==> config.mk <==
export PLATFORM = sky130hd
export DESIGN_NAME = bus_master
export DESIGN_NICKNAME = d
export VERILOG_FILES = /design/src/bus_pkg.sv /design/src/status_bus_if.sv /design/src/bus_master.sv /design/src/motor_slot.sv /design/src/poll_master.sv /design/src/status_receiver.sv /design/src/uart_byte_rx.sv /design/src/uart_byte_tx.sv
export SDC_FILE = /design/constraint.sdc
export NUM_CORES = 1
export LEC_CHECK = 0
export BUFFER_PORTS_ARGS = -buffer_cell sky130_fd_sc_hd__buf_2
export CAP_MARGIN = 25
export CORE_MARGIN = 2
export CORE_UTILIZATION = 56
export DETAILED_ROUTE_END_ITERATION = 6
export PLACE_DENSITY = 0.8
export SETUP_SLACK_MARGIN = 0.4
export SYNTH_ARGS = -nofsm -noshare
export SYNTH_HDL_FRONTEND = slang
export SYNTH_SLANG_ARGS = --single-unit
==> constraint.sdc <==
create_clock -name clk -period 20.7 [get_ports clk]
set_clock_uncertainty 0.05 [all_clocks]
set_input_delay 0 -clock clk [delete_from_list [all_inputs] [get_ports clk]]
set_output_delay 0 -clock clk [all_outputs]
set_load 0.02 [all_outputs]
==> src/bus_pkg.sv <==
`default_nettype none

package bus_pkg;

	localparam int NUM_MOTORS = 4;
	localparam int MOTOR_W = $clog2(NUM_MOTORS);
	localparam logic [7:0] MOTOR_ID_BASE = 8'h10;

	localparam int CLKS_PER_BIT = 8; // small for simulation
	localparam int CLK_CNT_W = $clog2(CLKS_PER_BIT);
	localparam logic [CLK_CNT_W-1:0] BIT_END = CLK_CNT_W'(CLKS_PER_BIT - 1);
	localparam logic [CLK_CNT_W-1:0] HALF_BIT = CLK_CNT_W'(CLKS_PER_BIT / 2 - 1);

	localparam logic [31:0] REQUEST_HEADER = 32'h1CE1CEBB;
	localparam logic [31:0] RESPONSE_HEADER = 32'hDABAD000;
	localparam logic [31:0] COMMAND_HEADER = 32'hCAFEBABE;

	localparam int HEADER_LEN = 4;
	localparam int REQUEST_LEN = 7;
	localparam int RESPONSE_LEN = 28;
	localparam int COMMAND_LEN = 11;

	// whole response plus two bytes of slack, ten bits per byte
	localparam int RESPONSE_TIMEOUT = (RESPONSE_LEN + 2) * 10 * CLKS_PER_BIT;
	localparam int TIMEOUT_W = $clog2(RESPONSE_TIMEOUT);
	localparam logic [TIMEOUT_W-1:0] TIMEOUT_LAST = TIMEOUT_W'(RESPONSE_TIMEOUT - 1);

	// poll_master states
	localparam logic [1:0] PM_SEND = 2'd0;
	localparam logic [1:0] PM_WAIT = 2'd1;
	localparam logic [1:0] PM_DECIDE = 2'd2;
	localparam logic [1:0] PM_NEXT = 2'd3;

	// status_receiver states
	localparam logic [1:0] RX_HUNT = 2'd0;
	localparam logic [1:0] RX_CAPTURE = 2'd1;
	localparam logic [1:0] RX_CHECK = 2'd2;
	localparam logic [1:0] RX_EMIT = 2'd3;

	typedef enum logic [1:0] {
		RES_OK       = 2'd0,
		RES_NO_REPLY = 2'd1,
		RES_CRC_BAD  = 2'd2,
		RES_WRONG_ID = 2'd3
	} result_t;

	// ccitt poly, msb first
	function automatic logic [15:0] crc16_next(input logic [15:0] crc, input logic [7:0] data);
		logic [15:0] c;
		c = crc ^ {data, 8'h00};
		for (int i = 0; i < 8; i++) begin
			c = c[15] ? ({c[14:0], 1'b0} ^ 16'h1021) : {c[14:0], 1'b0};
		end
		return c;
	endfunction

endpackage

`default_nettype wire

==> src/status_bus_if.sv <==
`timescale 1ns/1ns
`default_nettype none

interface status_bus_if;
	logic valid; // one cycle per poll
	logic [bus_pkg::MOTOR_W-1:0] motor;
	bus_pkg::result_t result;
	logic signed [31:0] setpoint;
	logic signed [31:0] position;
	logic signed [31:0] velocity;
	logic signed [31:0] displacement;
	logic signed [31:0] duty;

	modport source(output valid, motor, result, setpoint, position, velocity, displacement, duty);
	modport sink(input valid, motor, result, setpoint, position, velocity, displacement, duty);
endinterface

`default_nettype wire

==> src/bus_master.sv <==
`timescale 1ns/1ns
`default_nettype none

module bus_master (
	input logic clk,
	input logic reset,
	input logic rx,
	input logic signed [bus_pkg::NUM_MOTORS-1:0][31:0] setpoint,
	output logic tx,
	output logic tx_enable,
	output logic signed [bus_pkg::NUM_MOTORS-1:0][31:0] position,
	output logic signed [bus_pkg::NUM_MOTORS-1:0][31:0] velocity,
	output logic signed [bus_pkg::NUM_MOTORS-1:0][31:0] displacement,
	output logic signed [bus_pkg::NUM_MOTORS-1:0][31:0] duty,
	output bus_pkg::result_t [bus_pkg::NUM_MOTORS-1:0] error_code
);

	logic tx_req;
	logic tx_ack;
	logic [7:0] tx_byte;
	logic rx_valid;
	logic [7:0] rx_byte;
	logic [bus_pkg::MOTOR_W-1:0] motor;
	logic timeout;
	logic command_sent;
	logic [bus_pkg::NUM_MOTORS-1:0] command_pending;

	status_bus_if status_bus ();

	uart_byte_tx tx0 (.clk(clk), .reset(reset), .req(tx_req), .data(tx_byte), .ack(tx_ack),
		.line(tx));

	uart_byte_rx rx0 (.clk(clk), .reset(reset), .line(rx), .valid(rx_valid), .data(rx_byte));

	status_receiver receiver0 (.clk(clk), .reset(reset), .rx_valid(rx_valid), .rx_byte(rx_byte),
		.motor(motor), .timeout(timeout), .status(status_bus.source));

	poll_master master0 (.clk(clk), .reset(reset), .setpoint(setpoint),
		.command_pending(command_pending), .status(status_bus.sink), .tx_req(tx_req),
		.tx_byte(tx_byte), .tx_ack(tx_ack), .tx_enable(tx_enable), .motor(motor),
		.timeout(timeout), .command_sent(command_sent));

	for (genvar i = 0; i < bus_pkg::NUM_MOTORS; i++) begin : g_slot
		motor_slot #(.INDEX(i)) slot0 (.clk(clk), .reset(reset), .status(status_bus.sink),
			.setpoint(setpoint[i]), .command_sent(command_sent), .motor(motor),
			.command_pending(command_pending[i]), .position(position[i]),
			.velocity(velocity[i]), .displacement(displacement[i]), .duty(duty[i]),
			.error_code(error_code[i]));
	end

endmodule

`default_nettype wire

==> src/motor_slot.sv <==
`timescale 1ns/1ns
`default_nettype none

module motor_slot #(
	parameter int INDEX = 0
) (
	input logic clk,
	input logic reset,
	status_bus_if.sink status,
	input logic signed [31:0] setpoint,
	input logic command_sent,
	input logic [bus_pkg::MOTOR_W-1:0] motor,
	output logic command_pending,
	output logic signed [31:0] position,
	output logic signed [31:0] velocity,
	output logic signed [31:0] displacement,
	output logic signed [31:0] duty,
	output bus_pkg::result_t error_code
);

	always_ff @(posedge clk or posedge reset) begin
		if (reset) begin
			command_pending <= 1'b0;
			position <= '0;
			velocity <= '0;
			displacement <= '0;
			duty <= '0;
			error_code <= bus_pkg::RES_NO_REPLY;
		end else if (status.valid && status.motor == bus_pkg::MOTOR_W'(INDEX)) begin
			error_code <= status.result;
			command_pending <= 1'b0;
			if (status.result == bus_pkg::RES_OK) begin
				position <= status.position;
				velocity <= status.velocity;
				displacement <= status.displacement;
				duty <= status.duty;
				command_pending <= (status.setpoint != setpoint); // motor lags the applied value
			end
		end else if (command_sent && motor == bus_pkg::MOTOR_W'(INDEX)) begin
			command_pending <= 1'b0;
		end
	end

endmodule

`default_nettype wire

==> src/poll_master.sv <==
`timescale 1ns/1ns
`default_nettype none

module poll_master (
	input logic clk,
	input logic reset,
	input logic signed [bus_pkg::NUM_MOTORS-1:0][31:0] setpoint,
	input logic [bus_pkg::NUM_MOTORS-1:0] command_pending,
	status_bus_if.sink status,
	output logic tx_req,
	output logic [7:0] tx_byte,
	input logic tx_ack,
	output logic tx_enable,
	output logic [bus_pkg::MOTOR_W-1:0] motor,
	output logic timeout,
	output logic command_sent
);

	logic [1:0] state;
	logic is_cmd; // command frame instead of request
	logic [3:0] byte_idx;
	logic [3:0] frame_len;
	logic [15:0] crc;
	logic [31:0] header;
	logic [31:0] cmd_word;
	logic [bus_pkg::TIMEOUT_W-1:0] wait_cnt;
	logic timed_out;

	assign header = is_cmd ? bus_pkg::COMMAND_HEADER : bus_pkg::REQUEST_HEADER;
	assign frame_len = is_cmd ? 4'(bus_pkg::COMMAND_LEN) : 4'(bus_pkg::REQUEST_LEN);
	assign cmd_word = setpoint[motor];

	always_comb begin
		if (byte_idx < bus_pkg::HEADER_LEN)
			tx_byte = header[8*(bus_pkg::HEADER_LEN-1-byte_idx) +: 8];
		else if (byte_idx == bus_pkg::HEADER_LEN)
			tx_byte = bus_pkg::MOTOR_ID_BASE + motor;
		else if (byte_idx == frame_len - 4'd2)
			tx_byte = crc[15:8];
		else if (byte_idx == frame_len - 4'd1)
			tx_byte = crc[7:0];
		else
			tx_byte = cmd_word[8*(bus_pkg::HEADER_LEN+4-byte_idx) +: 8]; // setpoint, msb first
	end

	always_ff @(posedge clk or posedge reset) begin
		if (reset) begin
			state <= bus_pkg::PM_SEND;
			motor <= '0;
			is_cmd <= 1'b0;
			byte_idx <= '0;
			crc <= 16'hFFFF;
			tx_req <= 1'b0;
			tx_enable <= 1'b0;
			timeout <= 1'b0;
			command_sent <= 1'b0;
			wait_cnt <= '0;
			timed_out <= 1'b0;
		end else begin
			timeout <= 1'b0;
			command_sent <= 1'b0;
			case (state)
				bus_pkg::PM_SEND: begin
					if (!tx_req && !tx_ack) begin
						tx_req <= 1'b1;
						tx_enable <= 1'b1;
					end else if (tx_req && tx_ack) begin
						tx_req <= 1'b0;
						if (byte_idx >= bus_pkg::HEADER_LEN && byte_idx < frame_len - 4'd2)
							crc <= bus_pkg::crc16_next(crc, tx_byte);
						if (byte_idx == frame_len - 4'd1) begin
							tx_enable <= 1'b0;
							if (is_cmd) begin
								command_sent <= 1'b1;
								state <= bus_pkg::PM_NEXT;
							end else begin
								wait_cnt <= bus_pkg::TIMEOUT_LAST;
								timed_out <= 1'b0;
								state <= bus_pkg::PM_WAIT;
							end
						end else begin
							byte_idx <= byte_idx + 4'd1;
						end
					end
				end
				bus_pkg::PM_WAIT: begin
					if (status.valid) begin
						state <= bus_pkg::PM_DECIDE;
					end else if (!timed_out) begin
						if (wait_cnt == '0) begin
							timeout <= 1'b1; // receiver answers with no reply
							timed_out <= 1'b1;
						end else begin
							wait_cnt <= wait_cnt - 1'b1;
						end
					end
				end
				bus_pkg::PM_DECIDE: begin
					// slot has settled its pending bit by now
					byte_idx <= '0;
					crc <= 16'hFFFF;
					if (command_pending[motor]) begin
						is_cmd <= 1'b1;
						state <= bus_pkg::PM_SEND;
					end else begin
						state <= bus_pkg::PM_NEXT;
					end
				end
				default: begin
					motor <= (motor == bus_pkg::NUM_MOTORS - 1) ? '0 : motor + 1'b1;
					is_cmd <= 1'b0;
					byte_idx <= '0;
					crc <= 16'hFFFF;
					state <= bus_pkg::PM_SEND;
				end
			endcase
		end
	end

	a_cmd_only_pending: assert property (@(posedge clk) disable iff (reset)
		command_sent |-> command_pending[motor]);

endmodule

`default_nettype wire

==> src/status_receiver.sv <==
`timescale 1ns/1ns
`default_nettype none

module status_receiver (
	input logic clk,
	input logic reset,
	input logic rx_valid,
	input logic [7:0] rx_byte,
	input logic [bus_pkg::MOTOR_W-1:0] motor,
	input logic timeout,
	status_bus_if.source status
);

	logic [1:0] state;
	logic [4:0] byte_cnt;
	logic [23:0] window; // last three bytes, newest at the bottom
	logic [15:0] crc;
	logic [8*(bus_pkg::RESPONSE_LEN-bus_pkg::HEADER_LEN)-1:0] frame;
	logic crc_ok;
	logic id_ok;

	// frame holds id, mode, setpoint, pos, vel, disp, duty, crc from the top down
	assign status.setpoint = frame[175:144];
	assign status.position = frame[143:112];
	assign status.velocity = frame[111:80];
	assign status.displacement = frame[79:48];
	assign status.duty = frame[47:16];

	always_ff @(posedge clk or posedge reset) begin
		if (reset) begin
			state <= bus_pkg::RX_HUNT;
			byte_cnt <= '0;
			window <= '0;
			crc <= 16'hFFFF;
			crc_ok <= 1'b0;
			id_ok <= 1'b0;
			status.valid <= 1'b0;
			status.motor <= '0;
			status.result <= bus_pkg::RES_NO_REPLY;
		end else begin
			status.valid <= 1'b0;
			if (timeout && (state == bus_pkg::RX_HUNT || state == bus_pkg::RX_CAPTURE)) begin
				status.valid <= 1'b1;
				status.motor <= motor;
				status.result <= bus_pkg::RES_NO_REPLY;
				state <= bus_pkg::RX_HUNT;
			end else begin
				case (state)
					bus_pkg::RX_HUNT: if (rx_valid) begin
						window <= {window[15:0], rx_byte};
						if ({window, rx_byte} == bus_pkg::RESPONSE_HEADER) begin
							window <= '0;
							byte_cnt <= 5'(bus_pkg::HEADER_LEN);
							crc <= 16'hFFFF;
							state <= bus_pkg::RX_CAPTURE;
						end
					end
					bus_pkg::RX_CAPTURE: if (rx_valid) begin
						byte_cnt <= byte_cnt + 5'd1;
						if (byte_cnt < bus_pkg::RESPONSE_LEN - 2)
							crc <= bus_pkg::crc16_next(crc, rx_byte);
						if (byte_cnt == bus_pkg::RESPONSE_LEN - 1)
							state <= bus_pkg::RX_CHECK;
					end
					bus_pkg::RX_CHECK: begin
						crc_ok <= (crc == frame[15:0]);
						id_ok <= (frame[191:184] == bus_pkg::MOTOR_ID_BASE + motor);
						state <= bus_pkg::RX_EMIT;
					end
					default: begin
						status.valid <= 1'b1;
						status.motor <= motor;
						if (!crc_ok)
							status.result <= bus_pkg::RES_CRC_BAD;
						else if (!id_ok)
							status.result <= bus_pkg::RES_WRONG_ID;
						else
							status.result <= bus_pkg::RES_OK;
						state <= bus_pkg::RX_HUNT;
					end
				endcase
			end
		end
	end

	always_ff @(posedge clk) begin
		if (state == bus_pkg::RX_CAPTURE && rx_valid && !timeout)
			frame <= {frame[$bits(frame)-9:0], rx_byte};
	end

	a_single_valid: assert property (@(posedge clk) disable iff (reset)
		status.valid |=> !status.valid);

endmodule

`default_nettype wire

==> src/uart_byte_rx.sv <==
`timescale 1ns/1ns
`default_nettype none

module uart_byte_rx (
	input logic clk,
	input logic reset,
	input logic line,
	output logic valid,
	output logic [7:0] data
);

	logic [1:0] sync;
	logic busy;
	logic [bus_pkg::CLK_CNT_W-1:0] clk_cnt;
	logic [3:0] bit_cnt; // 0 start, 1..8 data, 9 stop

	always_ff @(posedge clk or posedge reset) begin
		if (reset) begin
			sync <= 2'b11;
			busy <= 1'b0;
			valid <= 1'b0;
			clk_cnt <= '0;
			bit_cnt <= '0;
		end else begin
			sync <= {sync[0], line};
			valid <= 1'b0;
			if (!busy) begin
				if (!sync[1]) begin
					busy <= 1'b1;
					clk_cnt <= bus_pkg::HALF_BIT; // land in mid start bit
					bit_cnt <= '0;
				end
			end else if (clk_cnt != '0) begin
				clk_cnt <= clk_cnt - 1'b1;
			end else begin
				clk_cnt <= bus_pkg::BIT_END;
				bit_cnt <= bit_cnt + 4'd1;
				if (bit_cnt == 4'd0 && sync[1]) begin
					busy <= 1'b0; // glitch, no real start bit
				end else if (bit_cnt == 4'd9) begin
					busy <= 1'b0;
					valid <= sync[1]; // bad stop bit drops the byte
				end
			end
		end
	end

	always_ff @(posedge clk) begin
		if (busy && clk_cnt == '0 && bit_cnt >= 4'd1 && bit_cnt <= 4'd8)
			data <= {sync[1], data[7:1]};
	end

endmodule

`default_nettype wire

==> src/uart_byte_tx.sv <==
`timescale 1ns/1ns
`default_nettype none

module uart_byte_tx (
	input logic clk,
	input logic reset,
	input logic req,
	input logic [7:0] data,
	output logic ack,
	output logic line
);

	logic busy;
	logic [bus_pkg::CLK_CNT_W-1:0] clk_cnt;
	logic [3:0] bit_cnt; // 0..7 data, 8 stop, 9 done
	logic [7:0] shift;

	always_ff @(posedge clk or posedge reset) begin
		if (reset) begin
			busy <= 1'b0;
			ack <= 1'b0;
			line <= 1'b1;
			clk_cnt <= '0;
			bit_cnt <= '0;
		end else if (busy) begin
			if (clk_cnt == bus_pkg::BIT_END) begin
				clk_cnt <= '0;
				bit_cnt <= bit_cnt + 4'd1;
				if (bit_cnt == 4'd9) begin
					busy <= 1'b0;
					ack <= 1'b1;
				end else if (bit_cnt == 4'd8) begin
					line <= 1'b1; // stop bit
				end else begin
					line <= shift[0];
				end
			end else begin
				clk_cnt <= clk_cnt + 1'b1;
			end
		end else if (ack) begin
			if (!req)
				ack <= 1'b0;
		end else if (req) begin
			busy <= 1'b1;
			line <= 1'b0; // start bit
			clk_cnt <= '0;
			bit_cnt <= '0;
		end
	end

	always_ff @(posedge clk) begin
		if (!busy && !ack && req)
			shift <= data;
		else if (busy && clk_cnt == bus_pkg::BIT_END && bit_cnt < 4'd8)
			shift <= {1'b0, shift[7:1]}; // lsb first
	end

	a_data_stable: assert property (@(posedge clk) disable iff (reset)
		(req && !ack) ##1 (req && !ack) |-> $stable(data));

endmodule

`default_nettype wire
# ---- Word level (Yosys, flattened, before mapping)
# Index checks and enable logic that the tools add are counted.
dict set report word_totals {
  ff_bits 849
  inputBits 131
  wordCells 372
  output_inout_bits 522
}
dict set report op_classes {
  reduce_logical 71
  addsub 13
  n_eq_ne 51
  shifts 2
  mux 149
  magnitude_cmp 8
  bitwise_logic 21
}
# operator count
set op_table {}
lappend op_table {{$mux 13} 16}
lappend op_table {{$ne 32x32->1} 4}
lappend op_table {{$mux 16} 7}
lappend op_table {{$mux 12} 7}
lappend op_table {{$shiftx 32x33->8} 2}
lappend op_table {{$bmux 32 s2} 1}
lappend op_table {{$mux 32} 2}
lappend op_table {{$pmux 16 s2} 2}
lappend op_table {{$mux 1} 60}
lappend op_table {{$mux 8} 6}
lappend op_table {{$not 3->3} 16}
lappend op_table {{$mux 4} 11}
lappend op_table {{$mux 2} 18}
lappend op_table {{$ne 2x2->1 const B} 17}
lappend op_table {{$eq 32x32->1 const B} 1}
lappend op_table {{$xor 16x16->16} 2}
lappend op_table {{$mux 24} 1}
lappend op_table {{$pmux 12 s2} 1}
lappend op_table {{$logic_and 1x1->1} 22}
lappend op_table {{$mux 3} 7}
lappend op_table {{$reduce_and 2->1} 10}
lappend op_table {{$reduce_and 4->1} 5}
lappend op_table {{$reduce_bool 2->1} 10}
lappend op_table {{$eq 16x16->1} 1}
lappend op_table {{49 further kinds} 86}

# ---- Longest topological paths before layout
dict set report depth {
  word_depth 28
  ltp_mapped 16
  ltp_nobuf 11
}

# ---- Hierarchy
# A second synthesis with hierarchy kept.
dict set report unflattened {
  hier_cells 2525
  hier_area_um2 38259.2
}
# mod seq_area_each_um2 area_each_um2 cells_per_inst instances
set by_module_without_submodules {}
lappend by_module_without_submodules {{motor_slot at g_slot[1].slot0 ...} 3279.4 5667.9 324 2}
lappend by_module_without_submodules {status_receiver 7138.1 9939.5 649 1}
lappend by_module_without_submodules {{motor_slot at g_slot[3].slot0} 3279.4 5656.7 324 1}
lappend by_module_without_submodules {{motor_slot at g_slot[0].slot0} 3279.4 5291.3 326 1}
lappend by_module_without_submodules {poll_master 1071.0 4316.6 442 1}
lappend by_module_without_submodules {uart_byte_tx 491.7 913.4 76 1}
lappend by_module_without_submodules {uart_byte_rx 518.0 805.8 60 1}

# ---- Worst setup path after synthesis
# No wires, ideal clock.
dict set report synth_timing {
  path_kind {reg2reg}
  from {register receiver0.state[1]}
  to {register receiver0.frame[0] (netlist name) (enable)}
  arrival_time_ns 5.542
  slack_ns 14.532
  path_stages_with_launch 6
  path_buffers 2
  t_required_ns 20.074
  period_less_slack_ns 6.168
  cell_sequence {dfrtp_1 inv_1 ha_1 clkbuf_1 clkbuf_1 and2_1}
}
dict set report synth_between {
  elab_chain_cells 3
}
# element line_no
set synth_rtl {}
lappend synth_rtl {{start: declaration} status_receiver.sv:14} ;# logic [1:0] state;
lappend synth_rtl {{start signal: assignment} status_receiver.sv:31} ;# state <= bus_pkg::RX_HUNT;
lappend synth_rtl {{start signal: assignment} status_receiver.sv:46} ;# state <= bus_pkg::RX_HUNT;
lappend synth_rtl {{start signal: assignment} status_receiver.sv:55} ;# state <= bus_pkg::RX_CAPTURE;
lappend synth_rtl {{$eq 2x1->1} status_receiver.sv:87} ;# if (state == bus_pkg::RX_CAPTURE && rx_valid && !timeout)
lappend synth_rtl {{$logic_and 1x1->1 (2 in series)} status_receiver.sv:87}
lappend synth_rtl {{end signal: assignment} status_receiver.sv:88} ;# frame <= {frame[$bits(frame)-9:0], rx_byte};
lappend synth_rtl {{end: declaration} status_receiver.sv:18} ;# logic [8*(bus_pkg::RESPONSE_LEN-bus_pkg::HEADER_LEN)-1:0] frame;
# No other way between the ends.
# A chain may end at the register's enable or synchronous reset.

# ---- Final worst setup path
dict set report layout_timing {
  from {register master0.byte_idx[0]}
  to {register master0.crc[5]}
}
dict set report layout_between {
  elab_chain_cells 18
  word_cells_on_any_way 32
  classes_between {add/sub: 2; order compare: 3; eq/ne: 4; shift: 2; mux: 16; bitwise: 3; reduce/logical: 2}
}
# element line_no
set layout_rtl {}
lappend layout_rtl {{start: declaration} poll_master.sv:21} ;# logic [3:0] byte_idx;
lappend layout_rtl {{start signal: assignment} poll_master.sv:82} ;# byte_idx <= byte_idx + 4'd1;
lappend layout_rtl {{$sub 4x4->5} poll_master.sv:43} ;# tx_byte = cmd_word[8*(bus_pkg::HEADER_LEN+4-byte_idx) +: 8];
lappend layout_rtl {{$shiftx 32x33->8} poll_master.sv:43}
lappend layout_rtl {{$mux 8} poll_master.sv:40} ;# else if (byte_idx == frame_len - 4'd1)
lappend layout_rtl {{$mux 8} poll_master.sv:38} ;# else if (byte_idx == frame_len - 4'd2)
lappend layout_rtl {{$mux 8} poll_master.sv:36} ;# else if (byte_idx == bus_pkg::HEADER_LEN)
lappend layout_rtl {{$mux 8} poll_master.sv:34} ;# if (byte_idx < bus_pkg::HEADER_LEN)
lappend layout_rtl {{$xor 16x16->16} bus_pkg.sv:50} ;# c = crc ^ {data, 8'h00};
lappend layout_rtl {{$mux 13 (5 in series)} bus_pkg.sv:52} ;# c = c[15] ? ({c[14:0], 1'b0} ^ 16'h1021) : {c[14:0], 1'b0};
lappend layout_rtl {{$not 3->3 (no source line)} n/a}
lappend layout_rtl {{$mux 13} bus_pkg.sv:52}
lappend layout_rtl {{$mux 16} poll_master.sv:69} ;# if (byte_idx >= bus_pkg::HEADER_LEN && byte_idx < frame_len - 4'd2)
lappend layout_rtl {{$mux 16} poll_master.sv:67} ;# end else if (tx_req && tx_ack) begin
lappend layout_rtl {{$mux 16} poll_master.sv:64} ;# if (!tx_req && !tx_ack) begin
lappend layout_rtl {{$pmux 16 s2} poll_master.sv:62} ;# case (state)
lappend layout_rtl {{end signal: assignment} poll_master.sv:70} ;# crc <= bus_pkg::crc16_next(crc, tx_byte);
lappend layout_rtl {{end: declaration} poll_master.sv:23} ;# logic [15:0] crc;
# Parallel ways exist; a longest one is shown, timed or not. The select of a mux whose other input is x is not followed.

==> results.md <==
- The async set or reset register ratio after synthesis is 75.5%.
- The synthesized design devotes to its leading area cell type 43.2% of total area.
- The number of cells in the design after placement is 3750.
- For this block, the initial DRC count from the detailed router was 1685.
- In this run the critical register-to-register path is captured at master0.crc[5]$_DFFE_PP1P_.
- The TritonCTS sink count is around 850.
- The clock tree from TritonCTS is built.
- Ranked by total cell area, the synthesized netlist is headed by dfrtp_1, edfxtp_1, mux2_2.
- The synthesized design spends more area on one cell type than any other, namely dfrtp_1.
- The worst-margin pin slew is 1.09 ns.
- On the critical path, the stage with the largest delay is an instance of ha_1.
- For this design, the CTS-stage hold fixing added 13 buffers.
- The hold path startpoint is setpoint[30].
- The via count of the first global-routing pass is 23600.
- The warning count from the yosys run is 0.
- The worst setup path is of the flop to flop kind.
- In the final routed layout, each cell accounts on average for 26.2 um.
- Buffers placed on the I/O ports in this run total 652.
- The relative max-transition margin is 27.2%.
- Setup repair after global routing left no endpoint under its margin.
- For flop-to-flop paths, the worst setup slack is 16.77 ns.
- The largest net degree at the start of global routing is 169.
- The total net switching power is 0.000744 W.
- Setup slack closes at 16.77 ns.
- The HPWL after detailed placement is 73.9 mm.
- The number of antenna violations at the first check in global routing was 5.
- For this run, the post-layout net count is roughly 3200.
- The kind of start point of the critical path is a flop.
- The clock tree synthesis step divided the H-tree into 3 levels.
- For this run, the total global-route usage over all layers was measured as 31.9%.
- The number of buffers created by CTS is between 80 and 90.
- The average cell area after synthesis is roughly 15 um^2.
- In the synthesized netlist the dominant register cell turns out to be dfrtp_1.
- The post-CTS setup buffer count is 0.
- The detailed-route wire length is approximately 100 mm.
- In this run switching power makes up 22.1% of total power.
- The relative area change from synthesis to final layout is 20.6%.
- Data arrives at the worst endpoint at 4.38 ns.
- The capturing element type of the critical path is a flop.
- The top cell types in the final layout, fill and taps aside, are buf_2, dfrtp_1, mux2_2.
- The clock period could shrink to 3.93 ns.
- The root buffer cell chosen for the clock tree is clkbuf_16.
- The peak ir drop on the vdd network is 0.0000695 V.
- In this run, the clock network consumes 45.3% of the power.
- The number of synthesized flops with an enable pin is 208.
- The cell area that synthesis handed to floorplanning was roughly 35000 um^2.
- Timing analysis after detailed placement gives a worst setup slack of 16.82 ns.
- The number of hold violations in the final report is 0.
- The chip width is 253 um.
- In this run the deepest clock path goes through 3 buffers.
- The library cell used most frequently in the layout, excluding fill and tap cells, is buf_2.
- The achievable clock frequency is 0.254 GHz.
- For this run, the slowest stage of the critical path takes 0.76 ns.
- Synthesis produced 2338 cells.
- The cell count of the worst reg-to-reg path is 11.
- The max-cap check violation count is 0.
- The terminating pin of the worst hold path is g_slot[0].slot0.command_pending$_DFFE_PP0P_.
- The part of the Yosys area used for sequential elements is 64.2%.
- Traced cell by cell, the critical path runs through buf_4 -> inv_1 -> ha_1 -> mux4_2 -> mux4_2 -> and3_1 -> o221ai_1 -> o21ba_2 -> xnor2_2 -> xor2_1 -> a21oi_1.
- Counting distinct cell types in the post-synthesis netlist gives 65.
- The post-route netlist has between 40 and 50% of its cells at a drive strength greater than 1.
- The final cell count without fillers is ~3900.
- After floorplanning, the core was divided into 91 placement rows.
- For this block, the via count after detailed routing is approximately 23000.
- The area of the core region is 61600 um^2.
- In this run the vertical extent of the chip is 253 um.
- The flow ran to the end, and the final reports show no timing, DRC or antenna violations.
- Summed over all failing endpoints, the final setup total negative slack is 0 ns.
- The power share of the combinational group is 3.4%.
- The min-delay analysis places its worst path in the category primary input to flop.
- Setup violations remaining at the end of the flow were counted as 0.
- Global routing finished with a remaining overflow of 0.
- The synthesized netlist net count is between 2000 and 3000.
- The largest fanout of any net on the critical path is 37.
- The sequential power share is 51.3%.
- The detailed-route DRC error count is 0.
- STA puts the critical path data required time at approximately 21 ns.
- For this configuration, the core starts out at a cell density of 56.5%.
- The number of pins with negative max-slew slack in the final report is 0.
- In this run the static leakage power is 21.3 nW.
- The clock input transition at the sequential cells of the worst setup and hold paths is 0.06 ns.
- The cell with the most instances on the worst path is mux4_2.
- The power density of the placed cells is 80.4 nW/um^2.
- The first global-routing pass estimated approximately 150 mm of wire.
- After clock tree synthesis, the repair step resized 0 gates.
- The internal portion of the total power is 0.00263 W.
- In the finished design, the share of the clock period the worst path needs comes to 19.0%.
- In this run the critical register-to-register path is launched from master0.byte_idx[0]$_DFFE_PP0P_.
- The insertion delay to the later sink of the worst-skew pair is 0.64 ns.
- The routed via count divided by cell count is 5.82.
- The worst hold path passes through 6 cells.
- During I/O placement, the number of pins put on the boundary was 653.
- Once detail routing completed, the nets flagged for antenna violations numbered 0.
- The area of the die is 64200 um^2.
- The synthesis-stage register bit count is 849.
- The first-pass iteration count of the detailed router is 6.
- The area of all placed cells without fillers is 42000 um^2.
- After detailed placement, the total cell area comes to 38900 um^2.
- At the end of routability-driven placement, the weighted congestion stood at 0.962.
-- worst max path at each step --
stage / start / to / slack (ns) / depth (start not counted)
5_1_grt: master0.byte_idx[0]$_DFFE_PP0P_ / master0.crc[12]$_DFFE_PP1P_ / 16.53 / 11
6_report: master0.byte_idx[0]$_DFFE_PP0P_ / master0.crc[5]$_DFFE_PP1P_ / 16.77 / 11
3_5_place_dp: master0.byte_idx[0]$_DFFE_PP0P_ / master0.crc[5]$_DFFE_PP1P_ / 16.82 / 11
2_1_floorplan: reset / g_slot[0].slot0.command_pending$_DFFE_PP0P_ / 2.76 / 1
3_3_place_gp: master0.byte_idx[0]$_DFFE_PP0P_ / master0.crc[5]$_DFFE_PP1P_ / 16.92 / 11
4_1_cts: master0.byte_idx[0]$_DFFE_PP0P_ / master0.crc[5]$_DFFE_PP1P_ / 16.81 / 11
-- through the flow --
stage	power [W]	hold slack [ns]	util, %
floorplan	0.00183	-0.0455	-
global placement	0.00187	0.0581	63.1
detailed placement	0.00187	0.0563	63.2
CTS	0.00339	0.00154	67.9
global route	0.00348	0.0826	68.2
finish	0.00337	0.0480	68.2
-- synthesized netlist by cell type (7+ instances only) --
cell and n:
inv_1 32, dfstp_2 40, mux4_2 33, or3_1 7, nand2_1 142, xor2_1 148, nor2b_1 11, nor3_1 15
buf_1 8, edfxtp_1 208, xnor2_1 52, nand4_1 19, dfrtp_1 601, mux2_2 525, and2_1 7, ha_1 33
nor4_1 39, a21oi_1 53, nor2_1 84, and3_1 11, nand3_1 20, a31oi_1 22, clkbuf_1 79, o21ai_0 49
mux2i_1 9
-- final cells by class --
class                      instances  area (um^2)
sequential                       849        22300
fill                            4207        19600
multi-input combinational       1358        12000
timing repair buffer             692         3730
clock buffer                     128         2370
tap                              837         1050
clock inverter                    31          410
inverter                          33          131
antenna                            2         5.00
-- critical path, delay by kind of cell (launching register included) --
kind / cells / cell delay (ns)
flip-flops: 1 / 0.33
AO/OA/AOI/OAI: 3 / 0.44
multiplexers: 2 / 0.92
AND/OR/NAND/NOR: 1 / 0.24
adder cells (fa/ha/maj): 1 / 0.76
buffers and inverters: 2 / 0.65
XOR/XNOR: 2 / 0.42
-- cell families after synthesis --
family,synth area share (%)
DFF,64.2
buffers and inverters,1.57
adders and majority gates,1.19
xor gates and xnor gates,5.17
AOI/OAI and AO/OA,2.95
muxes,19.7
and+or+nand+nor,5.21
-- routing by layer --
layer,share of wire (%),track usage (%),vias to the layer above
met5,0,0,-
met2,49,52.7,1028
met3,8.0,7.79,236
li1,-,-,9754
met4,5.3,16.4,0
met1,38,39.2,11900
-- state kept, by name, summed over array words and instances, names as in the netlist, 16 cells and up --
name and cells:
g_slot.slot0.displacement 128, g_slot.slot0.duty 128, g_slot.slot0.position 128, g_slot.slot0.velocity 128
master0.crc 16, receiver0.crc 16, receiver0.frame 192, receiver0.window 24
-- power groups by stage --
| stage | Clock, W | Sequential, W | Combinational (W) |
|---|---|---|---|
| after floorplan | 0 | 0.00176 | 0.0000670 |
| after global placement | 0 | 0.00176 | 0.000105 |
| after detailed placement | 0 | 0.00176 | 0.000110 |
| after CTS | 0.00155 | 0.00173 | 0.000112 |
| after global routing | 0.00162 | 0.00173 | 0.000127 |
| final | 0.00153 | 0.00173 | 0.000114 |
Note: power is estimated with default switching activity, not from simulation.
